`src/mem_pkg.sv`:
```
package mem_pkg;

  // ####################
  // Widths
  // ####################

  // One data word and one byte address of the 32-bit core
  typedef logic [31:0] word_t;
  typedef logic [31:0] addr_t;

  // Destination register number in the integer register file
  typedef logic [4:0] reg_addr_t;

  // One enable bit per byte lane of a word
  typedef logic [3:0] strobe_t;

  // ####################
  // Exceptions
  // ####################

  // Values follow the mcause encoding of the privileged spec
  typedef logic [3:0] cause_t;

  localparam cause_t CAUSE_LOAD_MISALIGNED = 4'd4;
  localparam cause_t CAUSE_STORE_MISALIGNED = 4'd6;

  // ####################
  // Operations
  // ####################

  typedef enum logic [3:0] {
    LSU_NONE,
    LSU_LB,
    LSU_LH,
    LSU_LW,
    LSU_LBU,
    LSU_LHU,
    LSU_SB,
    LSU_SH,
    LSU_SW
  } lsu_op_t;

  // States of the memory stage sequencer
  typedef enum logic [1:0] {
    IDLE,
    ACCESS,
    HOLD
  } ctrl_state_t;

endpackage

```
`src/store_align.sv`:
```
module store_align import mem_pkg::*; (
  input  lsu_op_t op,
  input  addr_t   addr,
  input  word_t   sdata,
  output word_t   wdata,
  output strobe_t wstrb,
  output logic    misaligned
);

  // Byte offset inside the addressed word
  logic [1:0] offset;

  assign offset = addr[1:0];

  always_comb begin
    wdata = sdata;
    wstrb = '0;
    misaligned = 1'b0;
    case (op)
      LSU_SB: begin
        // The byte is copied to every lane, the strobe picks the one written
        wdata = {4{sdata[7:0]}};
        wstrb = strobe_t'(4'b0001 << offset);
      end
      LSU_SH: begin
        wdata = {2{sdata[15:0]}};
        wstrb = offset[1] ? 4'b1100 : 4'b0011;
        misaligned = offset[0];
      end
      LSU_SW: begin
        wstrb = 4'b1111;
        misaligned = (offset != 2'b00);
      end
      default: begin
        wstrb = '0;
      end
    endcase

    // A misaligned store must never touch memory
    if (misaligned) begin
      wstrb = '0;
    end
  end

endmodule

```
`config.mk`:
```
export PLATFORM = sky130hd
export DESIGN_NAME = store_align
export DESIGN_NICKNAME = d
export VERILOG_FILES = /design/src/mem_pkg.sv /design/src/store_align.sv
export SDC_FILE = /design/constraint.sdc
export NUM_CORES = 1
export LEC_CHECK = 0
export BUFFER_PORTS_ARGS = -buffer_cell sky130_fd_sc_hd__buf_4
export CAP_MARGIN = 0
export CORE_UTILIZATION = 27
export DETAILED_ROUTE_END_ITERATION = 16
export PLACE_DENSITY = 0.9
export SLEW_MARGIN = 30
export SYNTH_ARGS = -nofsm -noshare
export SYNTH_HDL_FRONTEND = slang
export SYNTH_SLANG_ARGS = --single-unit
```
`constraint.sdc`:
```
create_clock -name vclk -period 1.6
set_clock_uncertainty 0.1 [all_clocks]
set_input_delay 0.32 -clock vclk [all_inputs]
set_output_delay 0.32 -clock vclk [all_outputs]
set_load 0.01 [all_outputs]
```
Yosys cells after proc, flatten, opt, wreduce, memory -nomap -nowiden
Index checks and enable logic that the tools add are counted.

Input bits: 68. Output and inout port bits: 37. Register bits after elaboration: 0. Word-level logic and storage cells: 10.

Reduce and logical (&&, ||, !) cells: 1. Equality and inequality tests: 3. Muxes and demuxes: 5. Shift operators: 1.

Operator list (count): $pmux W32 S2 (1); $pmux W4 S3 (1); $eq A4 B3 Y1 const B (2); $mux W4 (2); $eq A4 B4 Y1 const B (1); $shl A1 B2 Y4 const A (1); $pmux W1 S2 (1); $reduce_bool A2 Y1 (1).

Logic depth before layout (Yosys ltp)
Depth in word-level cells: 3. Gate-level depth with buffers: 3. Gate-level depth less buffers: 2.

Least setup slack after synthesis
No wires, ideal clock.

Path type: in2out. Start point: input port op[0]. End point: output port wdata[24]. Required time: 1.180 ns. Path slack: 0.050 ns. Cell stages on the path: 3. Data arrival time: 1.130 ns. Path buffers: 1. Cell sequence: buf_2 mux2_2 mux2_2.

Word-level cells in the longest chain between the ends: 2. Elaborated cells on any way between the ends: 3. Classes of those cells: eq/ne (2); mux (1).

RTL lines: start: declaration (RTL line store_align.sv:2) `input lsu_op_t op,`; $eq A4 B3 Y1 (RTL line store_align.sv:19) `case (op)`; $pmux W32 S2 * (RTL line store_align.sv:19); end: declaration (RTL line store_align.sv:5) `output word_t wdata,`.

Every way passes the cells marked *; elsewhere a longest branch is shown, timed or not.

Worst setup path in the final report
Start point: input port op[1]. End point: output port wstrb[1].

Word-level cells in the longest chain between the ends: 3. Elaborated cells on any way between the ends: 6. Classes of those cells: eq/ne (3); mux (3).

RTL lines: $eq A4 B4 Y1 or $eq A4 B3 Y1 (tied branches) (RTL line store_align.sv:19); $pmux W4 S3 or $pmux W1 S2 (tied branches) (RTL line store_align.sv:19); $mux W4 * (RTL line store_align.sv:40) `if (misaligned) begin`; end: declaration (RTL line store_align.sv:6) `output strobe_t wstrb,`.

Marked as above.

==> impl_metrics.json <==
{
  "status": "complete, but fails checks",
  "violations": "negative setup slack",
  "yosys.area.top_type_share_pct": 64.0,
  "start_util_pct": 28.7,
  "hp-class": "input port to output pin",
  "wl_per_cell_um": 15.2,
  "synth-simple-area-share_pct": 14.2,
  "yosys.area_share.xor_xnor_pct": 1.56,
  "ios": 105,
  "whs_endpoint": "wdata[7]",
  "grt_overflow": 0,
  "hold_start": "sdata[7]",
  "drtIter0Drc": 4,
  "vias": 778,
  "cp_max_fo": 4,
  "seq_area_um2": 0,
  "drc_errors": 0,
  "finalSetupViolCount": 29,
  "postRouteAntennaNets": 0,
  "whs_path_depth": 2,
  "row_count": 16,
  "ys_warn_count": 0,
  "avgSynthCellArea_um2": 9.88,
  "drive_above_1_share_pct": 96.2,
  "die_w_um": 47.7,
  "drt_first_pass_iters": 2,
  "wirelength_um": 2430,
  "yosysTopAreaCell": "mux2_2",
  "fin_nets": 203,
  "place_congestion": 0.742,
  "grt_usage_pct": 15.9,
  "antenna_cells": 0,
  "drv_slew": 0,
  "multi_input_area_um2": 631,
  "synthAdderAreaFrac_pct": 0,
  "portBuffers": 75,
  "netlist_instances": 57,
  "die-area_um2": 2270,
  "setup_tns_ns": -2.66,
  "hold_viol_final": 0,
  "grt_max_degree": 10,
  "synth.top_cells.by_area": "mux2_2, buf_4, o22ai_1",
  "layout_setup_ws_ns": -0.162,
  "nFlopsAndLatches": 0,
  "rsz0062_at_grt": "yes",
  "drv_cap": 0,
  "slew_headroom_pct": 82.6,
  "fillers": 143,
  "cellLeakagePower_uw": 0.000740,
  "synthTopCellsByCount": "mux2_2, buf_4, o22ai_1",
  "post-route-util_pct": 71.8,
  "cp.required_ns": 1.18,
  "worstPathArrival_ns": 1.34,
  "synth_compound_area_share_pct": 5.33,
  "powerDensity_nw_per_um2": 285,
  "die_h_um": 47.7,
  "yosysSeqAreaShare_pct": 0,
  "synth_top_family_by_area": "multiplexers",
  "holdBufCountCts": 0,
  "syn-num-nets": 125,
  "syn_area_um2": 563,
  "worst_pin_slew_ns": 0.259,
  "ys_types": 15,
  "viasPerCell": 4.86,
  "muxShareOfSynthArea_pct": 64.0,
  "critPathKind": "input port to output pin",
  "start_kind": "input port",
  "grt_pass1_wl_um": 2620,
  "ir_drop_mv": 0.162,
  "clkbuf_count": 0,
  "post-synth-top-count-cell": "mux2_2",
  "clock.fmax_ghz": 0.568,
  "crit_path_end_kind": "output pin",
  "areaGrowthSynthToFinish_pct": 150,
  "antenna_found_initial": 0,
  "finalCritPeriodShare_pct": 110,
  "finalCriticalPeriod_ns": 1.76,
  "core_um2": 1960,
  "grt_pass1_vias": 649
}
cell type report:
type	instances	area share, %
timing repair buffer	85	52.8
multi-input combinational	48	44.8
tap	27	2.40
how the worst max path moves through the flow:
stage	from	end	slack [ns]	cells past startpoint
final	op[1]	wstrb[1]	-0.16	6
after global routing	op[1]	misaligned	-0.18	4
after CTS	op[0]	wdata[15]	-0.17	4
after detailed placement	op[0]	wdata[15]	-0.25	4
after global placement	op[0]	wdata[13]	-0.25	4
after floorplan	op[0]	wdata[24]	0.05	3
cells by family (layout without fill, tap and decap cells):
logic type | count (synthesis) | in the layout
muxes | 32 | 32
buffers and inverters | 11 | 85
and+or+nand+nor | 8 | 10
AOI/OAI and AO/OA | 5 | 5
xor gates and xnor gates | 1 | 1
cells in the final DEF (no fill, tap or decap), drive strengths merged:
cell type   n
mux2       32
nor2        1
nand2       1
buf        85
a21oi       1
and4bb      1
nand4b      1
or4bb       1
or4b        1
o22ai       4
xnor2       1
nand3b      3
or2         1
worst max-delay path: stages:
cell and delay [ns]:
buf_12 0.07, buf_4 0.15, buf_4 0.13, or4bb_1 0.42
o22ai_2 0.10, buf_4 0.14
metrics by stage:
step                hold WS (ns)  total power [uW]  instances  setup WS [ns]  instance area (um2)
detailed placement         0.745               310        154         -0.252                 1120
CTS                        0.746               349        155         -0.171                 1250
floorplan                  0.620               139         57         0.0497                  563
global route               0.754               423        160         -0.184                 1410
global placement           0.737               303        154         -0.254                 1120
finish                     0.747               401        160         -0.162                 1410
routing by layer:
metal	share of wire [%]	global-route usage (%)	up-vias
li1	-	-	366
met1	37	14.4	363
met2	58	38.6	49
met3	5.4	0.377	0
met4	0	0	0
met5	0	0	-
report_power, final:
part           switching [uW]  total (uW)  internal, uW
Sequential                  0           0             0
Clock                       0           0             0
Combinational             142         401           259
Total                     142         401           259
timing repair:
action	in CTS	in global routing
gates cloned	1	1
pin swaps	3	3
endpoints found under the setup margin	29	21
resized for setup	28	29
setup buffers	0	4
Power figures use the tool's default switching activity.
