**src/mem_pkg.sv**
```systemverilog
package mem_pkg;

  // ####################
  // Widths
  // ####################

  // One data word and one byte address of the 32-bit core
  typedef logic [31:0] word_t;
  typedef logic [31:0] addr_t;

  // Destination register number in the integer register file
  typedef logic [4:0] reg_addr_t;

  // One enable bit per byte lane of a word
  typedef logic [3:0] strobe_t;

  // ####################
  // Exceptions
  // ####################

  // Values follow the mcause encoding of the privileged spec
  typedef logic [3:0] cause_t;

  localparam cause_t CAUSE_LOAD_MISALIGNED = 4'd4;
  localparam cause_t CAUSE_STORE_MISALIGNED = 4'd6;

  // ####################
  // Operations
  // ####################

  typedef enum logic [3:0] {
    LSU_NONE,
    LSU_LB,
    LSU_LH,
    LSU_LW,
    LSU_LBU,
    LSU_LHU,
    LSU_SB,
    LSU_SH,
    LSU_SW
  } lsu_op_t;

  // States of the memory stage sequencer
  typedef enum logic [1:0] {
    IDLE,
    ACCESS,
    HOLD
  } ctrl_state_t;

endpackage

```
**src/load_align.sv**
```systemverilog
module load_align import mem_pkg::*; (
  input  lsu_op_t op,
  input  addr_t   addr,
  input  word_t   rdata,
  output word_t   result,
  output logic    misaligned
);

  logic [1:0]  offset;
  logic [7:0]  byte_sel;
  logic [15:0] half_sel;

  assign offset = addr[1:0];

  // ####################
  // Lane selection
  // ####################

  assign byte_sel = rdata[8 * offset +: 8];
  assign half_sel = offset[1] ? rdata[31:16] : rdata[15:0];

  // ####################
  // Extension
  // ####################

  always_comb begin
    result = rdata;
    misaligned = 1'b0;
    case (op)
      LSU_LB: begin
        result = {{24{byte_sel[7]}}, byte_sel};
      end
      LSU_LBU: begin
        result = {24'b0, byte_sel};
      end
      LSU_LH: begin
        result = {{16{half_sel[15]}}, half_sel};
        misaligned = offset[0];
      end
      LSU_LHU: begin
        result = {16'b0, half_sel};
        misaligned = offset[0];
      end
      LSU_LW: begin
        result = rdata;
        misaligned = (offset != 2'b00);
      end
      default: begin
        // Stores and pass-through ops never use this result
        result = rdata;
      end
    endcase
  end

endmodule

```
**config.mk**
```make
export PLATFORM = sky130hd
export DESIGN_NAME = load_align
export DESIGN_NICKNAME = d
export VERILOG_FILES = /design/src/mem_pkg.sv /design/src/load_align.sv
export SDC_FILE = /design/constraint.sdc
export NUM_CORES = 1
export LEC_CHECK = 0
export BUFFER_PORTS_ARGS = -buffer_cell sky130_fd_sc_hd__buf_2
export CAP_MARGIN = 20
export CORE_MARGIN = 8
export CORE_UTILIZATION = 35
export DETAILED_ROUTE_END_ITERATION = 10
export GPL_TIMING_DRIVEN = 0
export PLACE_DENSITY = 0.95
export SETUP_SLACK_MARGIN = 0.1
export SLEW_MARGIN = 20
export SYNTH_ARGS = -nofsm -noshare
export SYNTH_HDL_FRONTEND = slang
export SYNTH_SLANG_ARGS = --single-unit
```
**constraint.sdc**
```tcl
create_clock -name vclk -period 2.7
set_input_delay 0 -clock vclk [all_inputs]
set_output_delay 0 -clock vclk [all_outputs]
set_load 0.02 [all_outputs]
```
Word level (Yosys, flattened, before mapping)
Cells that the tools add are included.
Widths: inputs -> output; s select.
- register bits: 0
- input bits: 68
- equality and inequality tests: 5
- shift-type cells: 1
- mux-type cells: 3
- reductions and logical operators: 2
- operator list (cell ; number):
    $pmux 32 s4 ; 1
    $shiftx 32x6->8 ; 1
    $mux 16 ; 1
    $eq 4x2->1 const B ; 2
    $eq 4x3->1 const B ; 2
    $eq 4x1->1 const B ; 1
    $pmux 1 s2 ; 1
    $reduce_bool 2->1 ; 1
    $reduce_or 2->1 ; 1

Logic depth before layout (Yosys ltp)
Gate-level depths: netlist (run 1).
- depth after elaboration: 3
- mapped depth: 6
- depth with buffers taken out: 4

Worst setup path after synthesis (run 1)
No wires, ideal clock.
- kind: in2out
- start point: in addr[1]
- end point: out result[20]
- arrival time: 1.259 ns
- required time: 2.700 ns
- slack: 1.441 ns
- stages on the path: 6
- cell sequence: buf_6 mux4_2 nand2_2 o21ai_4 buf_6 a21o_1
- word-level cells in the longest chain between the ends: 2
- elaborated cells between the ends (all ways): 3
- ends and longest elaborated chain (what ; RTL line ; source):
    start: declaration ; load_align.sv:3 ; input addr_t addr,
    $shiftx 32x6->8 / $mux 16 (equally long branches) ; load_align.sv:19, load_align.sv:20 ;
    $pmux 32 s4 (*) ; load_align.sv:29 ; case (op)
    end: declaration ; load_align.sv:5 ; output word_t result,
Every way passes the cells marked *; elsewhere a longest branch is shown, timed or not.

Worst setup path in the final report (run 1)
- start point: in addr[1]
- end point: out result[25]
The elaborated chain is that of the path after synthesis.

==> flow_metrics.env, run 1 <==
export IMPL_outcome="completed"
export IMPL_syn_mean_instance_area_um2=6.85
export IMPL_slew_viol_final=0
export IMPL_finalWirelength_um=3040
export IMPL_leakage_uw=0.000671
export IMPL_nClkBuffers=0
export IMPL_viasPerCell=5.23
export IMPL_ant_nets=0
export IMPL_fmax_ghz=0.658
export IMPL_rsz0062_at_grt="no"
export IMPL_top_layer="met3"
export IMPL_cp_required_ps=2700
export IMPL_grt_pass1_vias=1039
export IMPL_seqPwrFrac=0
export IMPL_ir_worst_vdd_mv=0.103
export IMPL_avgRoutedWirePerCell_um=15.3
export IMPL_hold_viol_final=0
export IMPL_fin_cells=198
export IMPL_rows=16
export IMPL_timing_hold_ws_ps=328
export IMPL_numSequentialCells=0
export IMPL_critPathLaunchType="input pin"
export IMPL_synthTopCellsByCount="a21o_1 (18), nand2_1 (18), mux2i_1 (14)"
export IMPL_drive_above_1_share=0.450
export IMPL_synth_top_area_frac=0.197
export IMPL_period_needed_ps=1520
export IMPL_dr_pass1_iters=4
export IMPL_place_inst=198
export IMPL_timing_setup_tns_ps=0
export IMPL_coreArea_um2=1940
export IMPL_seq_area_um2=0
export IMPL_cts_hold_buffers_added=0
export IMPL_fin_nets=241
export IMPL_antenna_found_initial=0
export IMPL_worst_pin_slew_ps=637
export IMPL_hp_class="in2out"
export IMPL_fin_crit_sh=0.562
export IMPL_synth_top_cell_by_area="mux2i_1"
export IMPL_die_h_um=61.1
export IMPL_cts_setup_buffers=0
export IMPL_io_buffers=67
export IMPL_cts_resized=0
export IMPL_antenna_cells=0
export IMPL_synth_nets=172
export IMPL_p_switching_uw=152
export IMPL_synth_seq_area_share=0
export IMPL_power_density_nw_per_um2=235
export IMPL_drcViolationCount=0
export IMPL_drt_met1_wl_um=1300
export IMPL_dieArea_um2=3730
export IMPL_dp_hpwl_um=2460
export IMPL_ios=101
export IMPL_internal_power_uw=103
export IMPL_worstPathArrival_ps=1520
export IMPL_synth_warnings=0
export IMPL_p_comb_frac=1.000
export IMPL_fill_cells=196
export IMPL_syn_area_um2=712
export IMPL_drtIter0Drc=51
export IMPL_pwr_share_clk=0
export IMPL_synth_area_leaders="mux2i_1 (20%), a21o_1 (19%), nand2_1 (9.5%), o221ai_1 (8.6%), nand3_1 (7.0%)"
export IMPL_initial_utilization=0.367
export IMPL_path_max_fanout=10
export IMPL_vias=1036
export IMPL_power_share_switching=0.596
export IMPL_setup_viol_count_final=0
export IMPL_yosysUniqueCellTypes=26
export IMPL_wl_met3_um=273
export IMPL_synth_cells=104
export IMPL_max_slew_margin=0.575
export IMPL_met2_wirelength_um=1460
export IMPL_dieWidth_um=61.1
export IMPL_grt_pass1_wl_um=4770
export IMPL_grtUsageTotal=0.158
export IMPL_routabilityCongestion=0.849
export IMPL_drv_cap=0
export IMPL_grt_overflow=0
export IMPL_grt_start_max_net_pins=11
export IMPL_end_kind="output port"
export IMPL_worstSetupPathType="in2out"
export IMPL_syn2layout_area_growth_pct=51.8
==> path summary, 6_finish.rpt <==
kind / start / endpoint / slack (ps) / cells past startpoint
worst min-delay path: rdata[30] / result[30] / 330 / 3
worst max-delay path: addr[1] / result[25] / 1180 / 7
==> power groups by stage <==
stage / combinational [uW] / sequential (uW) / clock [uW]
3_5_place_dp: 255 / 0 / 0
6_report: 254 / 0 / 0
5_1_grt: 276 / 0 / 0
3_3_place_gp: 252 / 0 / 0
4_1_cts: 257 / 0 / 0
2_1_floorplan: 161 / 0 / 0
==> cells by family (layout without fill, tap and decap cells) <==
kind of cell	Yosys count	count (layout)	share of synthesized area
AOI/OAI and AO/OA	32	32	0.351
and+or+nand+nor	45	45	0.311
xor gates and xnor gates	1	1	0.0123
muxes	16	16	0.244
buffers and inverters	10	77	0.0808
==> layout by cell type (no fill, tap or decap) <==
master and n:
o221ai_1 7, nor3_1 1, nor2_1 3, a21o_1 18, nand3b_1 1, o21ai_4 1, nand2_1 18, buf_1 1
buf_6 2, xnor2_1 1, a32o_1 1, mux4_2 1, or3b_1 1, clkbuf_1 3, nand3_1 10, o21bai_1 1
nor4_1 1, buf_2 71, a21oi_1 3, o21ai_0 1, nand2b_1 7, nor4b_1 1, nor2b_1 1, mux2_2 1
mux2i_1 14, nand2_2 1
==> layer usage <==
layer  vias to the layer above  track usage
met5                         -            0
li1                        526            -
met1                       465        0.195
met3                         0       0.0376
met2                        45        0.272
met4                         0       0.0266
==> critical path, stage by stage <==
cell     delay, ps
buf_6          140
mux4_2         540
nand2_2        210
o21ai_4        140
buf_6          170
a21o_1         160
buf_2          150
==> metrics by stage <==
stage          utilization  setup slack, ps  total power (uW)  instance area [um2]
6_report             0.557             1180               254                 1080
5_1_grt              0.557             1110               276                 1080
4_1_cts              0.557             1180               257                 1080
3_5_place_dp         0.557             1180               255                 1080
3_3_place_gp         0.557             1200               252                 1080
2_1_floorplan            -             1440               161                  712
==> area by class of cell <==
type | count | area, um2 | share of cell area
Multi-Input combinational cell | 94 | 654 | 0.605
Timing Repair Buffer | 67 | 335 | 0.310
Buffer | 10 | 57.6 | 0.0532
Tap cell | 27 | 33.8 | 0.0312
No activity file was read; power rests on OpenSTA's default activity.
==> run 2, diff against run 1 <==
--- a/config.mk
+++ b/config.mk
@@ -8,10 +8,10 @@
 export BUFFER_PORTS_ARGS = -buffer_cell sky130_fd_sc_hd__buf_2
 export CAP_MARGIN = 20
 export CORE_MARGIN = 8
-export CORE_UTILIZATION = 35
+export CORE_UTILIZATION = 32
 export DETAILED_ROUTE_END_ITERATION = 10
 export GPL_TIMING_DRIVEN = 0
-export PLACE_DENSITY = 0.95
+export PLACE_DENSITY = 0.91
 export SETUP_SLACK_MARGIN = 0.1
 export SLEW_MARGIN = 20
 export SYNTH_ARGS = -nofsm -noshare
==> constraint.sdc (replaced) <==
create_clock -name vclk -period 1.4
set_input_delay 0 -clock vclk [all_inputs]
set_output_delay 0 -clock vclk [all_outputs]
set_load 0.02 [all_outputs]
==> run 2 against run 1 <==
Setup slack got worse by 1100 ps; first-iteration DRC count is 33% lower; core utilization is 21 points higher; routed wire length is 32% higher; global-route usage grew 0.73 points; non-clock buffer count increased by 19; sequential cell count unchanged; die area increased by 6.9%.
==> flow_metrics.env, run 2 (same netlist as run 1, synthesis figures left out) <==
export IMPL_outcome="completed"
export IMPL_drtIter0Drc=34
export IMPL_pwr_share_clk=0
export IMPL_slowest_delay_ps=420
export IMPL_viasPerCell=5.46
export IMPL_cts_hold_buffers_added=0
export IMPL_fin_ws_ps=65.6
export IMPL_coreArea_um2=2150
export IMPL_timing_hold_ws_ps=308
export IMPL_ir_worst_vdd_mv=0.282
export IMPL_critPathSlowestCell="or3b_4"
export IMPL_cp_cell_sequence="buf_12 > or3b_4 > a21o_4 > buf_8 > nand2_2 > o221ai_1 > buf_4"
export IMPL_grtUsageTotal=0.165
export IMPL_cp_required_ps=1400
export IMPL_drcViolationCount=0
export IMPL_multiInputGateArea_um2=785
export IMPL_rsz0062_at_grt="yes"
export IMPL_drv_cap=0
export IMPL_power_share_switching=0.502
export IMPL_rows=17
export IMPL_avgRoutedWirePerCell_um=18.4
export IMPL_ant_nets=0
export IMPL_post_route_util=0.768
export IMPL_finalPower_uw=738
export IMPL_worstPathArrival_ps=1330
export IMPL_grt_start_max_net_pins=11
export IMPL_dieWidth_um=63.2
export IMPL_die_h_um=63.2
export IMPL_p_comb_frac=1.000
export IMPL_power_density_nw_per_um2=447
export IMPL_io_buffers=67
export IMPL_hold_viol_final=0
export IMPL_path_max_fanout=8
export IMPL_finalWirelength_um=4020
export IMPL_antenna_found_initial=0
export IMPL_critPathLaunchType="input pin"
export IMPL_vias=1191
export IMPL_worst_pin_slew_ps=713
export IMPL_grt_pass1_vias=1241
export IMPL_final_cell_mix="buf_2 (41), buf_6 (29), a21o_1 (17)"
export IMPL_max_slew_margin=0.525
export IMPL_nClkBuffers=0
export IMPL_period_needed_ps=1330
export IMPL_fmax_ghz=0.749
export IMPL_seqPwrFrac=0
export IMPL_dr_pass1_iters=6
export IMPL_hp_class="in2out"
export IMPL_internal_power_uw=367
export IMPL_worstSetupPathType="in2out"
export IMPL_dp_hpwl_um=2490
export IMPL_ios=101
export IMPL_fin_nets=260
export IMPL_routabilityCongestion=0.746
export IMPL_numSequentialCells=0
export IMPL_end_kind="output port"
export IMPL_dieArea_um2=3990
export IMPL_drive_above_1_share=0.647
export IMPL_fin_area_um2=1650
export IMPL_syn2layout_area_growth_pct=132
export IMPL_crit_family="simple AND/OR/NAND/NOR gates"
export IMPL_place_ws_ps=-132
export IMPL_final_common_cell="buf_2"
export IMPL_fill_cells=156
export IMPL_crit_buf_inv=3
export IMPL_grt_pass1_wl_um=5720
export IMPL_antenna_cells=0
export IMPL_placed_area_um2=1080
export IMPL_initial_utilization=0.331
export IMPL_seq_area_um2=0
export IMPL_grt_overflow=0
export IMPL_slew_viol_final=0
export IMPL_p_switching_uw=370
export IMPL_setup_viol_count_final=0
export IMPL_fin_crit_sh=0.953
export IMPL_leakage_uw=0.000911
[run 2: final cells by class]
type	instances	area share
multi-input combinational	94	0.475
timing repair buffer	86	0.416
buffer	10	0.0872
tap	28	0.0212
[run 2: repair_timing]
action	CTS	global route
resized for setup	28	79
cloned	3	1
buffers inserted	7	8
endpoints found under the setup margin	32	31
pin swaps	2	6
[run 2: power groups by stage]
| stage | Clock [uW] | Sequential, uW | Combinational [uW] |
|---|---|---|---|
| after floorplan | 0 | 0 | 311 |
| after global placement | 0 | 0 | 489 |
| after detailed placement | 0 | 0 | 496 |
| after CTS | 0 | 0 | 567 |
| after global routing | 0 | 0 | 778 |
| final | 0 | 0 | 738 |
[run 2: final timing paths]
check	to	startpoint	depth (start not counted)	slack [ps]
min	result[17]	rdata[17]	3	310
max	result[2]	op[2]	7	70
[run 2: per-stage QoR]
stage	cells	setup TNS, ps
final	218	0
after global routing	218	0
after CTS	209	0
after detailed placement	199	-1440
after global placement	199	-1190
after floorplan	104	0
[run 2: layer usage]
metal	vias to the layer above	routed length (um)	global-route usage
li1	559	-	-
met2	58	2030	0.311
met3	2	348	0.0424
met4	0	21	0.0142
met5	-	0	0
met1	572	1620	0.186
