--- src/mem_pkg.sv ---
package mem_pkg;

  // ####################
  // Widths
  // ####################

  // One data word and one byte address of the 32-bit core
  typedef logic [31:0] word_t;
  typedef logic [31:0] addr_t;

  // Destination register number in the integer register file
  typedef logic [4:0] reg_addr_t;

  // One enable bit per byte lane of a word
  typedef logic [3:0] strobe_t;

  // ####################
  // Exceptions
  // ####################

  // Values follow the mcause encoding of the privileged spec
  typedef logic [3:0] cause_t;

  localparam cause_t CAUSE_LOAD_MISALIGNED = 4'd4;
  localparam cause_t CAUSE_STORE_MISALIGNED = 4'd6;

  // ####################
  // Operations
  // ####################

  typedef enum logic [3:0] {
    LSU_NONE,
    LSU_LB,
    LSU_LH,
    LSU_LW,
    LSU_LBU,
    LSU_LHU,
    LSU_SB,
    LSU_SH,
    LSU_SW
  } lsu_op_t;

  // States of the memory stage sequencer
  typedef enum logic [1:0] {
    IDLE,
    ACCESS,
    HOLD
  } ctrl_state_t;

endpackage

--- src/memory_control.sv ---
module memory_control import mem_pkg::*; (
  input  logic      clock,
  input  logic      reset,
  input  logic      clear,
  input  logic      in_valid,
  output logic      in_ready,
  input  lsu_op_t   in_op,
  input  addr_t     in_addr,
  input  word_t     in_sdata,
  input  word_t     in_wdata,
  input  reg_addr_t in_waddr,
  input  logic      in_wren,
  input  addr_t     in_pc,
  output logic      out_valid,
  input  logic      out_ready,
  output logic      out_wren,
  output reg_addr_t out_waddr,
  output word_t     out_wdata,
  output logic      out_exception,
  output cause_t    out_ecause,
  output addr_t     out_etval,
  output addr_t     out_pc,
  output logic      mem_valid,
  input  logic      mem_ready,
  output addr_t     mem_addr,
  output word_t     mem_wdata,
  output strobe_t   mem_wstrb,
  output lsu_op_t   op,
  output addr_t     op_addr,
  output word_t     op_sdata,
  input  word_t     st_wdata,
  input  strobe_t   st_wstrb,
  input  logic      st_misaligned,
  input  word_t     ld_result,
  input  logic      ld_misaligned
);

  ctrl_state_t state;
  ctrl_state_t state_next;

  lsu_op_t op_q;
  addr_t   addr_q;

  logic accept;
  logic issue;
  logic misaligned;
  logic complete;
  logic squash;
  logic op_is_load;

  // ####################
  // Handshake
  // ####################

  // A held result may leave on the same edge a new instruction enters
  assign in_ready = !clear && ((state == IDLE) || ((state == HOLD) && out_ready));
  assign accept = in_valid && in_ready;
  assign out_valid = (state == HOLD);

  // The aligners see the incoming instruction while it is being accepted
  assign op = accept ? in_op : op_q;
  assign op_addr = accept ? in_addr : addr_q;
  assign op_sdata = in_sdata;

  assign misaligned = st_misaligned || ld_misaligned;
  assign issue = (in_op != LSU_NONE) && !misaligned;
  assign complete = (state == ACCESS) && mem_ready;
  assign op_is_load = op_q inside {LSU_LB, LSU_LH, LSU_LW, LSU_LBU, LSU_LHU};

  // ####################
  // State machine
  // ####################

  always_comb begin
    state_next = state;
    case (state)
      IDLE: begin
        if (accept) begin
          state_next = issue ? ACCESS : HOLD;
        end
      end
      ACCESS: begin
        // A flushed access still runs to its end, its result is dropped
        if (mem_ready) begin
          state_next = (squash || clear) ? IDLE : HOLD;
        end
      end
      HOLD: begin
        if (clear) begin
          state_next = IDLE;
        end else if (accept) begin
          state_next = issue ? ACCESS : HOLD;
        end else if (out_ready) begin
          state_next = IDLE;
        end
      end
      default: begin
        state_next = IDLE;
      end
    endcase
  end

  always_ff @(posedge clock) begin
    if (!reset) begin
      state <= IDLE;
      op_q <= LSU_NONE;
      mem_valid <= 1'b0;
      squash <= 1'b0;
      out_exception <= 1'b0;
    end else begin
      state <= state_next;
      if (accept) begin
        op_q <= in_op;
        mem_valid <= issue;
        out_exception <= misaligned;
      end else if (complete) begin
        mem_valid <= 1'b0;
      end
      squash <= (state == ACCESS) && !mem_ready && (squash || clear);
    end
  end

  // ####################
  // Result register
  // ####################

  always_ff @(posedge clock) begin
    if (accept) begin
      addr_q <= in_addr;
      mem_addr <= in_addr;
      mem_wdata <= st_wdata;
      mem_wstrb <= st_wstrb;
      out_pc <= in_pc;
      out_waddr <= in_waddr;
      out_wdata <= in_wdata;
      out_wren <= in_wren && !misaligned;
      if (ld_misaligned) begin
        out_ecause <= CAUSE_LOAD_MISALIGNED;
      end else if (st_misaligned) begin
        out_ecause <= CAUSE_STORE_MISALIGNED;
      end else begin
        out_ecause <= '0;
      end
      out_etval <= misaligned ? in_addr : '0;
    end else if (complete && op_is_load) begin
      out_wdata <= ld_result;
    end
  end

endmodule

--- config.mk ---
export PLATFORM = sky130hd
export DESIGN_NAME = memory_control
export DESIGN_NICKNAME = d
export VERILOG_FILES = /design/src/mem_pkg.sv /design/src/memory_control.sv
export SDC_FILE = /design/constraint.sdc
export NUM_CORES = 1
export LEC_CHECK = 0
export BUFFER_PORTS_ARGS = -buffer_cell sky130_fd_sc_hd__buf_4
export CAP_MARGIN = 30
export CORE_MARGIN = 2
export CORE_UTILIZATION = 25
export DETAILED_ROUTE_END_ITERATION = 10
export PLACE_DENSITY = 0.55
export SLEW_MARGIN = 30
export SYNTH_ARGS = -nofsm -noshare
export SYNTH_HDL_FRONTEND = slang
export SYNTH_SLANG_ARGS = --single-unit
--- constraint.sdc ---
create_clock -name clock -period 4.28 [get_ports clock]
set_clock_uncertainty 0.2 [all_clocks]
set_input_delay 0.214 -clock clock [delete_from_list [all_inputs] [get_ports clock]]
set_output_delay 0.214 -clock clock [all_outputs]
set_load 0.05 [all_outputs]
## Word-level counts from Yosys, hierarchy flattened

Cells that the tools add are included.

| word-level totals | value |
|---|---|
| register bits | 215 |
| bits in latches | 0 |
| bits in writable memories | 0 |
| memory bits (read-only) | 0 |
| bits of input ports | 214 |
| output and inout bits | 246 |
| memories kept | 0 |

| operators by class | value |
|---|---|
| $add $sub $neg | 0 |
| $mul | 0 |
| divide/modulo/power cells | 0 |
| order comparisons | 0 |
| eq/ne operators | 10 |
| shifts and indexed selects | 0 |
| muxes and demuxes | 15 |
| bitwise gates (word level) | 0 |
| reductions and logical operators | 21 |

Operator list:

| operator | count |
|---|---|
| two-way mux 32 bit | 3 |
| two-way mux 2 bit | 7 |
| logical AND 1 bit | 9 |
| equality test 4 x 2 -> 1 bit, second input constant | 2 |
| equality test 4 x 3 -> 1 bit, second input constant | 2 |
| case mux 2 bit (3 select lines) | 1 |
| nonzero test 5 bit | 1 |
| equality test 4 x 1 -> 1 bit, second input constant | 1 |
| two-way mux 4 bit | 1 |
| inequality test 2 bit, second input constant | 2 |
| inequality test 4 x 2 -> 1 bit, second input constant | 1 |
| nonzero test 2 bit | 2 |
| nonzero test 4 bit | 1 |
| logical NOT 1 bit | 3 |
| logical OR 1 bit | 3 |
| two-way mux 3 bit | 1 |
| AND reduction 3 bit | 1 |
| equality test 2 x 1 -> 1 bit, second input constant | 1 |
| equality test 2 bit, second input constant | 1 |
| logical NOT 2 bit | 1 |
| two-way mux 1 bit | 2 |

## Logic depth before layout (Yosys ltp)

Gate-level depths: netlist (run 1).

| logic depth | value |
|---|---|
| depth in word-level cells | 8 |
| gate-level depth with buffers | 6 |
| gate-level depth less buffers | 5 |

## Worst setup path after synthesis (run 1)

No wires, ideal clock.

| timing path | value |
|---|---|
| kind | reg-to-reg |
| from | register state[1] |
| to | register out_wdata[0], enable pin |
| setup time | 0.391 ns |
| arrival time | 2.428 ns |
| data required time | 3.689 ns |
| path slack | 1.261 ns |
| stages on the path, launching flop included | 6 |
| period minus slack after synthesis | 3.019 ns |
| cell sequence | dfxtp_1 and2b_4 nor3b_4 buf_12 buf_8 or2_1 |

| between the ends | value |
|---|---|
| cells in the longest elaborated chain, start to end | 6 |

Ends and longest elaborated chain:

| what | line | source |
|---|---|---|
| start, declared | memory_control.sv:38 | `ctrl_state_t state;` |
| start signal, assigned | memory_control.sv:111 | `state <= state_next;` |
| equality test 2 bit | memory_control.sv:56 | `assign in_ready = !clear && ((state == IDLE) \|\| ((state == HOLD) && out_ready));` |
| logical AND 1 bit | memory_control.sv:56 |  |
| logical OR 1 bit | memory_control.sv:56 |  |
| logical AND 1 bit | memory_control.sv:56 |  |
| logical AND 1 bit | memory_control.sv:57 | `assign accept = in_valid && in_ready;` |
| nonzero test 2 bit (no line) (*) | - |  |
| end signal, assigned | memory_control.sv:135 | `out_wdata <= in_wdata;` |
| end signal, assigned | memory_control.sv:146 | `out_wdata <= ld_result;` |
| end, declared | memory_control.sv:18 | `output word_t out_wdata,` |

Mark *: on every way between the ends. The rest lies on a longest branch, timed or not.
A chain may end at the register's enable or synchronous reset.

## Worst setup path in the final report (run 1)

| timing path | value |
|---|---|
| from | input clear |
| to | output op_addr[21] |

| between the ends | value |
|---|---|
| cells in the longest elaborated chain, start to end | 4 |

Ends and longest elaborated chain:

| what | line | source |
|---|---|---|
| start, declared | memory_control.sv:4 | `input logic clear,` |
| logical NOT 1 bit | memory_control.sv:56 |  |
| logical AND 1 bit | memory_control.sv:56 |  |
| logical AND 1 bit | memory_control.sv:57 |  |
| two-way mux 32 bit | - |  |
| end, declared | memory_control.sv:29 | `output addr_t op_addr,` |

Every way passes these cells.

==> impl_metrics.env, run 1 <==
export IMPL_worst_slew_pin_slew_ps=639
export IMPL_period_minus_slack_ps=3060
export IMPL_finalHoldViolCount=0
export IMPL_fin_tns_setup_ps=0
export IMPL_fin_cells=1384
export IMPL_critPathRequiredTime_ps=3870
export IMPL_syn_area_um2=7880
export IMPL_synth_edf_count=172
export IMPL_die_w_um=182
export IMPL_viasPerCell=3.97
export IMPL_cts_root_buffer="clkbuf_16"
export IMPL_post_cts_buffers=0
export IMPL_cpMostUsedCell="buf_4"
export IMPL_nNetsFinal=1178
export IMPL_hold_buffers=183
export IMPL_wl_um=22900
export IMPL_synth_top_family_by_area="multiplexers"
export IMPL_first_pass_iters=4
export IMPL_cp_slowest_cell="dlygate4sd3_1"
export IMPL_cts_tree="done"
export IMPL_dp_cells=1157
export IMPL_dominantRegCellSynth="edfxtp_1"
export IMPL_clk_path_buf_depth=3
export IMPL_drtAntennaViolNets=0
export IMPL_drive_gt1_share_pct=51.0
export IMPL_leakage_nw=5.72
export IMPL_dp_hpwl_um=16000
export IMPL_layout_common_cells="buf_4 (397), dlygate4sd3_1 (183), edfxtp_1 (172)"
export IMPL_clock_latency_ps=520
export IMPL_stdcell_area_um2=13600
export IMPL_synth_distinct_cells=34
export IMPL_grt_max_degree=95
export IMPL_ios=460
export IMPL_synth_simple_gate_area_share_pct=4.70
export IMPL_cp_cell_sequence="dlygate4sd3_1 > buf_4 > nor2b_2 > nor3b_4 > buf_4 > mux2_1 > buf_4"
export IMPL_routed_top_layer="met4"
export IMPL_syn_avg_cell_area_um2=19.7
export IMPL_finalWeightedCongestion=0.712
export IMPL_slew_headroom_pct=57.4
export IMPL_first_iter_violations=234
export IMPL_setup_violations=0
export IMPL_grt_util_all_layers_pct=13.1
export IMPL_crit_path_start_kind="input port"
export IMPL_crit_path_end_kind="primary output"
export IMPL_antenna_found_initial=2
export IMPL_status="finished clean"
export IMPL_n_antenna_cell=0
export IMPL_synth_compound_area_share_pct=1.02
export IMPL_route_met2_wl_um=11500
export IMPL_critPathLaunch="clear"
export IMPL_num_rows=65
export IMPL_ys_warn_count=0
export IMPL_area_delta_synth_final_pct=72.5
export IMPL_post_dp_cell_area_um2=11000
export IMPL_critPathKind="in -> out"
export IMPL_die_h_um=182
export IMPL_grt_pass1_wl_um=33400
export IMPL_crit_family="buffers and inverters"
export IMPL_die_area_um2=33000
export IMPL_yosysTopAreaCellShare_pct=65.5
export IMPL_start_util_pct=25.2
export IMPL_grt_ovfl_total=0
export IMPL_max_freq_mhz=327
export IMPL_synthAdderAreaFrac_pct=0
export IMPL_core_um2=31300
export IMPL_io_buffers=393
export IMPL_peakVddDrop_v=0.000325
export IMPL_yosysSeqAreaShare_pct=76.0
export IMPL_wl_per_cell_um=16.5
export IMPL_cts_sinks=213
export IMPL_grt_setup_unrepaired="no"
export IMPL_syn_inst=401
export IMPL_max_cap_violations=0
export IMPL_slew_violations=0
export IMPL_synth_area_top_cells="edfxtp_1 (66%), mux2_4 (12%), dfxtp_1 (10%)"
export IMPL_worst_r2r_setup_slack_ps=1470
export IMPL_crit_buf_inv=4
export IMPL_met3WireLength_um=1880
export IMPL_async_flop_share_pct=0
export IMPL_wl_met1_um=8670
export IMPL_yosysTopAreaCell="edfxtp_1"
export IMPL_hold_path_class="in -> reg"
export IMPL_cts_made_buffers=24
export IMPL_grt_pass1_vias=5779
export IMPL_finalPower_mw=5.80
export IMPL_post_route_util_pct=43.4
export IMPL_rr_startpoint="state[1]"
export IMPL_drc_errors=0
export IMPL_critPathMaxFanout=42
export IMPL_min_period_over_period_pct=71.5
export IMPL_critPathMaxStageDelay_ps=550
export IMPL_final_common_cell="buf_4"
export IMPL_synthMuxAreaShare_pct=12.7
export IMPL_cts_resized=0
export IMPL_ys_seq_elements=213
export IMPL_num_vias=5490
export IMPL_worstPathArrival_ps=2650
export IMPL_clk_pin_slew_ps=50
export IMPL_hold_start="in_valid"
export IMPL_htreeDepth=1
export IMPL_power_density_nw_per_um2=427
export IMPL_synth_xor_area_share_pct=0
==> Yosys cell counts (2+ instances only) <==
cell type,number
nor3_1,2
nand2_1,2
nor2b_1,2
and2_1,37
a21oi_1,2
mux2_1,4
edfxtp_1,172
mux2_4,63
o21ai_0,2
buf_12,7
dfxtp_1,41
nand3b_1,2
buf_4,34
clkbuf_1,3
inv_1,3
nor2_1,6
a2bb2oi_1,2
==> power breakdown <==
part           internal [mW]  total [mW]  switching (mW)
combinational          0.545        1.31           0.765
sequential              2.41        2.45          0.0416
clock                   1.21        2.04           0.829
==> sequential cells by signal, summed over array words and instances (netlist names) <==
name	cells
squash	1
out_wren	1
addr_q	32
mem_wdata	32
out_ecause	2
out_etval	32
out_wdata	32
mem_valid	1
mem_addr	32
out_waddr	5
out_pc	32
mem_wstrb	4
state	2
out_exception	1
op_q	4
==> worst register-to-register path, stage by stage (launching register included) <==
cell and delay, ps:
dfxtp_1 360, and2b_4 210, nor3b_4 310, buf_4 530, buf_4 340, nand2_1 80
o211a_1 120, dlygate4sd3_1 550
==> cell type report <==
cell class | count | area [µm²]
inverters | 3 | 11.3
flip-flops and latches | 213 | 5990
fillers | 2801 | 17700
well taps | 402 | 503
multi-input cells | 140 | 1460
repair buffers | 582 | 4850
clock inverters | 15 | 163
clock buffers | 29 | 619
==> stage by stage <==
step | setup slack, ps | hold slack [ps]
after floorplan | 1260 | 90.7
after global placement | 1810 | 192
after detailed placement | 1780 | 193
after CTS | 1190 | 88.9
after global routing | 1090 | 127
final | 1220 | 120
==> layer usage <==
metal / up-vias / track usage (%)
met2: 270 / 23.6
met4: 0 / 4.85
met1: 2577 / 14.8
met5: - / 0
li1: 2576 / -
met3: 67 / 3.65
==> logic make-up (layout without fill, tap and decap cells) <==
group	after synthesis	count (layout)
multiplexers	68	68
buffers and inverters	49	629
flip-flops	213	213
AND/OR/NAND/NOR	59	59
AO/OA/AOI/OAI	11	11
other	1	2
==> final timing paths <==
kind,depth (start not counted),to
min reg2reg,1,addr_q[19]
min,5,state[0]
max reg2reg,7,out_exception
max,7,op_addr[21]
(Power assumes the default switching activity.)
==> run 2, diff against run 1 <==
clock period = 2.9 ns   (was 4.28 ns; I/O delays follow)
==> run 2 against run 1 <==
Register-to-register slack lost 1200 ps; via count up 0.56%; critical path depth rose by 1; cell count rose by 0.65%; wire length shrank 1.8%; sequential cell count stayed put; global-route usage shrank 0.30 points; utilization up 0.62 points; combinational power increased by 48%; clock-buffer cell count increased by 2.
==> impl_metrics.env, run 2 (synthesis gave the netlist of run 1 again) <==
export IMPL_place_ws_ps=697
export IMPL_critPathMaxStageDelay_ps=560
export IMPL_fin_hold_ws_ps=90.0
export IMPL_die_h_um=182
export IMPL_die_area_um2=33000
export IMPL_max_freq_mhz=362
export IMPL_route_met2_wl_um=11400
export IMPL_antenna_found_initial=2
export IMPL_setup_violations=0
export IMPL_cts_made_buffers=26
export IMPL_grt_ovfl_total=0
export IMPL_cp_cell_sequence="dlygate4sd3_1 > buf_4 > nor2b_2 > nor3b_4 > buf_4 > buf_12 > mux2_4 > buf_4"
export IMPL_die_w_um=182
export IMPL_area_delta_synth_final_pct=75.0
export IMPL_cts_sinks=213
export IMPL_cts_resized=0
export IMPL_power_density_nw_per_um2=647
export IMPL_cp_slowest_cell="dlygate4sd3_1"
export IMPL_crit_buf_inv=5
export IMPL_hold_path_class="in -> out"
export IMPL_num_rows=65
export IMPL_worstHoldPathCells=0
export IMPL_max_cap_violations=0
export IMPL_fin_tns_setup_ps=0
export IMPL_leakage_nw=5.81
export IMPL_period_minus_slack_ps=2760
export IMPL_slew_violations=0
export IMPL_wl_per_cell_um=16.2
export IMPL_start_util_pct=25.2
export IMPL_viasPerCell=3.96
export IMPL_clock_latency_ps=520
export IMPL_first_pass_iters=6
export IMPL_critPathMaxFanout=53
export IMPL_core_um2=31300
export IMPL_final_common_cell="buf_4"
export IMPL_finalWeightedCongestion=0.726
export IMPL_io_buffers=393
export IMPL_cts_tree="done"
export IMPL_htreeDepth=1
export IMPL_critPathRequiredTime_ps=2560
export IMPL_fin_ws_ps=137
export IMPL_routed_top_layer="met4"
export IMPL_drc_errors=0
export IMPL_dp_hpwl_um=15900
export IMPL_finalPower_mw=8.93
export IMPL_finalHoldViolCount=0
export IMPL_path_depth=8
export IMPL_critPathKind="in -> out"
export IMPL_clk_path_buf_depth=3
export IMPL_nNetsFinal=1184
export IMPL_wl_um=22500
export IMPL_crit_path_end_kind="primary output"
export IMPL_drtAntennaViolNets=0
export IMPL_grt_setup_unrepaired="no"
export IMPL_peakVddDrop_v=0.000527
export IMPL_num_vias=5521
export IMPL_status="finished clean"
export IMPL_cpMostUsedCell="buf_4"
export IMPL_grt_pass1_vias=5639
export IMPL_cts_root_buffer="clkbuf_16"
export IMPL_layout_common_cells="buf_4 (396), dlygate4sd3_1 (185), edfxtp_1 (172)"
export IMPL_grt_pass1_wl_um=32800
export IMPL_drive_gt1_share_pct=51.5
export IMPL_grt_max_degree=65
export IMPL_wl_met1_um=8460
export IMPL_worstPathArrival_ps=2420
export IMPL_crit_path_start_kind="input port"
export IMPL_first_iter_violations=163
export IMPL_worst_r2r_setup_slack_ps=310
export IMPL_met3WireLength_um=1840
export IMPL_grt_util_all_layers_pct=12.8
export IMPL_post_route_util_pct=44.0
export IMPL_crit_family="buffers and inverters"
export IMPL_ios=460
export IMPL_min_period_over_period_pct=95.3
export IMPL_r2r_cells=5
==> run 2: cell count changes in the layout (fill, tap and decap cells not counted) <==
| cell | change |
|---|---|
| clkinv_4 | -1 |
| diode_2 | +1 |
| buf_12 | +3 |
| clkinv_1 | -2 |
| clkbuf_16 | +2 |
| bufinv_16 | +2 |
| clkinv_2 | +1 |
| or2_2 | +1 |
| or2_1 | -1 |
| inv_8 | +1 |
| dlygate4sd3_1 | +2 |
| clkinvlp_4 | +1 |
| buf_4 | -1 |
==> run 2: per-layer routing <==
layer | global-route usage, % | vias to the layer above
met5 | 0 | -
met4 | 5.40 | 0
met3 | 3.57 | 72
met2 | 23.2 | 273
met1 | 14.0 | 2586
li1 | - | 2590
==> run 2: layout make-up <==
type / count / area (µm²)
Antenna cell: 1 / 2.50
Inverter: 3 / 11.3
Fill cell: 2768 / 17500
Tap cell: 402 / 503
Clock buffer: 31 / 669
Multi-Input combinational cell: 140 / 1460
Sequential cell: 213 / 5990
Clock inverter: 17 / 230
Timing Repair Buffer: 586 / 4920
==> run 2: worst paths after layout <==
path,from,end
setup / recovery,clear,op_addr[26]
hold / removal,in_sdata[19],op_sdata[19]
setup reg to reg,state[1],out_wdata[7]
hold reg to reg,addr_q[19],addr_q[19]
==> run 2: power breakdown <==
part	internal, mW	total [mW]	switching (mW)
clock network	2.10	3.37	1.27
registers	3.55	3.62	0.0622
logic	0.815	1.94	1.13
total	6.47	8.93	2.46
==> run 2: timing repair <==
action	CTS	global route
hold buffers	185	0
buffers inserted	0	0
hold endpoints to repair	212	0
==> run 2: per-stage QoR <==
| stage | instances | instance area, µm² |
|---|---|---|
| 5_1_grt | 1393 | 13800 |
| 3_5_place_dp | 1159 | 11000 |
| 6_report | 1393 | 13800 |
| 2_1_floorplan | 402 | 7880 |
| 4_1_cts | 1392 | 13800 |
| 3_3_place_gp | 1159 | 11000 |
==> run 3, diff against run 2 <==
--- a/config.mk
+++ b/config.mk
@@ -12,3 +12,3 @@
 export DETAILED_ROUTE_END_ITERATION = 10
-export PLACE_DENSITY = 0.55
+export PLACE_DENSITY_LB_ADDON = 0.08
 export SLEW_MARGIN = 30
==> constraint.sdc (replaced) <==
create_clock -name clock -period 2.9 [get_ports clock]
set_clock_uncertainty 0.2 [all_clocks]
set_input_delay 0.58 -clock clock [delete_from_list [all_inputs] [get_ports clock]]
set_output_delay 0.58 -clock clock [all_outputs]
set_load 0.05 [all_outputs]
==> run 3 against run 2 <==
Global-route usage up 0.66 points; total power down 6.5%; via count decreased by 10%; critical path type is now reg -> out; fmax decreased by 6.1%; the run now ends with negative setup slack left; cell count is 12% lower; sequential share of layout area up 5.8 points; design area fell by 12%; critical path depth fell by 2; sequential power is essentially flat; setup slack got worse by 180 ps.
==> impl_metrics.env, run 3 (synthesis gave the netlist of run 1 again) <==
export IMPL_worst_slew_pin_slew_ps=587
export IMPL_first_iter_violations=168
export IMPL_drc_errors=0
export IMPL_critPathKind="reg -> out"
export IMPL_finalWeightedCongestion=0.800
export IMPL_drive_gt1_share_pct=63.7
export IMPL_ios=460
export IMPL_slew_violations=0
export IMPL_cts_sinks=213
export IMPL_max_cap_violations=0
export IMPL_grt_pass1_wl_um=33400
export IMPL_peakVddDrop_v=0.000393
export IMPL_failed_checks="negative setup slack"
export IMPL_min_period_over_period_pct=101
export IMPL_critPathMaxStageDelay_ps=340
export IMPL_layout_common_cells="buf_4 (378), edfxtp_1 (172), mux2_4 (68)"
export IMPL_finalHoldViolCount=0
export IMPL_dp_hpwl_um=17200
export IMPL_crit_path_end_kind="primary output"
export IMPL_drtAntennaViolNets=0
export IMPL_hold_path_class="in -> reg"
export IMPL_place_ws_ps=-10.1
export IMPL_die_w_um=182
export IMPL_critPathRequiredTime_ps=2120
export IMPL_first_pass_iters=4
export IMPL_power_density_nw_per_um2=685
export IMPL_nNetsFinal=1017
export IMPL_area_delta_synth_final_pct=54.5
export IMPL_crit_buf_inv=3
export IMPL_fin_tns_setup_ps=-270
export IMPL_cpMostUsedCell="buf_6"
export IMPL_htreeDepth=1
export IMPL_antenna_found_initial=0
export IMPL_post_dp_cell_area_um2=11100
export IMPL_crit_path_start_kind="flip-flop"
export IMPL_cts_made_buffers=24
export IMPL_setup_violations=7
export IMPL_cp_cell_sequence="and2b_4 > nor3b_4 > buf_6 > bufbuf_16 > mux2_4 > buf_6"
export IMPL_dp_cells=1166
export IMPL_grt_util_all_layers_pct=13.5
export IMPL_cts_root_buffer="clkbuf_16"
export IMPL_grt_max_degree=46
export IMPL_die_area_um2=33000
export IMPL_n_antenna_cell=0
export IMPL_critPathMaxFanout=4
export IMPL_cp_slowest_cell="dfxtp_4"
export IMPL_die_h_um=182
export IMPL_num_rows=65
export IMPL_io_buffers=393
export IMPL_period_minus_slack_ps=2940
export IMPL_wl_um=23400
export IMPL_clk_path_buf_depth=3
export IMPL_finalPower_mw=8.34
export IMPL_viasPerCell=4.06
export IMPL_leakage_nw=5.15
export IMPL_status="finished with violations"
export IMPL_fin_cells=1223
export IMPL_stdcell_area_um2=12200
export IMPL_crit_family="buffers and inverters"
export IMPL_num_vias=4971
export IMPL_slew_headroom_pct=60.9
export IMPL_cts_tree="done"
export IMPL_grt_setup_unrepaired="yes"
export IMPL_max_freq_mhz=340
export IMPL_final_common_cell="buf_4"
export IMPL_fin_ws_ps=-43.4
export IMPL_wl_per_cell_um=19.1
export IMPL_clock_latency_ps=500
export IMPL_core_um2=31300
export IMPL_grt_ovfl_total=0
export IMPL_worstPathArrival_ps=2160
export IMPL_start_util_pct=25.2
export IMPL_grt_pass1_vias=5305
export IMPL_clk_pin_slew_ps=60
run 3: routing by layer:
| layer | vias to the layer above | global-route usage (%) | share of wire [%] |
|---|---|---|---|
| met3 | 31 | 6.12 | 12 |
| met2 | 318 | 24.1 | 50 |
| met1 | 2374 | 14.3 | 36 |
| li1 | 2248 | - | - |
| met4 | 0 | 3.58 | 1.9 |
| met5 | - | 0 | 0 |
run 3: timing repair:
item / in CTS / in global routing
setup endpoints to repair: 36 / 36
pin swaps: 1 / 1
gates cloned: 5 / 0
gates resized for setup: 49 / 4
endpoints found under the hold margin: 0 / 0
buffers inserted: 7 / 2
hold buffers: 0 / 0
run 3: power by group:
part	total [mW]	leakage [nW]	internal, mW	switching (mW)
clock	2.85	0.355	1.69	1.16
combinational	1.88	2.83	0.750	1.13
sequential	3.62	1.96	3.55	0.0616
run 3: cell type report:
| type | count | area [µm²] |
|---|---|---|
| Clock inverter | 1 | 3.75 |
| Multi-Input combinational cell | 140 | 1480 |
| Sequential cell | 213 | 5990 |
| Inverter | 3 | 11.3 |
| Clock buffer | 43 | 733 |
| Fill cell | 2948 | 19100 |
| Timing Repair Buffer | 421 | 3450 |
| Tap cell | 402 | 503 |
run 3: path summary, 6_finish.rpt:
path	to	start	slack, ps	cells after the start
max	op_addr[14]	state[1]	-40	6
min	mem_wdata[0]	st_wdata[0]	40	1
max reg2reg	out_wdata[8]	state[1]	440	7
min reg2reg	addr_q[4]	addr_q[4]	270	1
run 3: worst reg2reg max path: stages, from the launching register on:
cell	delay, ps
dfxtp_4	340
and2b_4	180
nor3b_4	240
buf_6	180
buf_4	120
bufbuf_16	290
buf_4	330
mux2_4	340
run 3: metrics by stage:
step | util, % | hold slack (ps)
floorplan | - | 262
detailed placement | 35.3 | 259
CTS | 38.9 | 10.0
finish | 38.9 | 42.7
global placement | 35.3 | 261
global route | 38.9 | 9.45
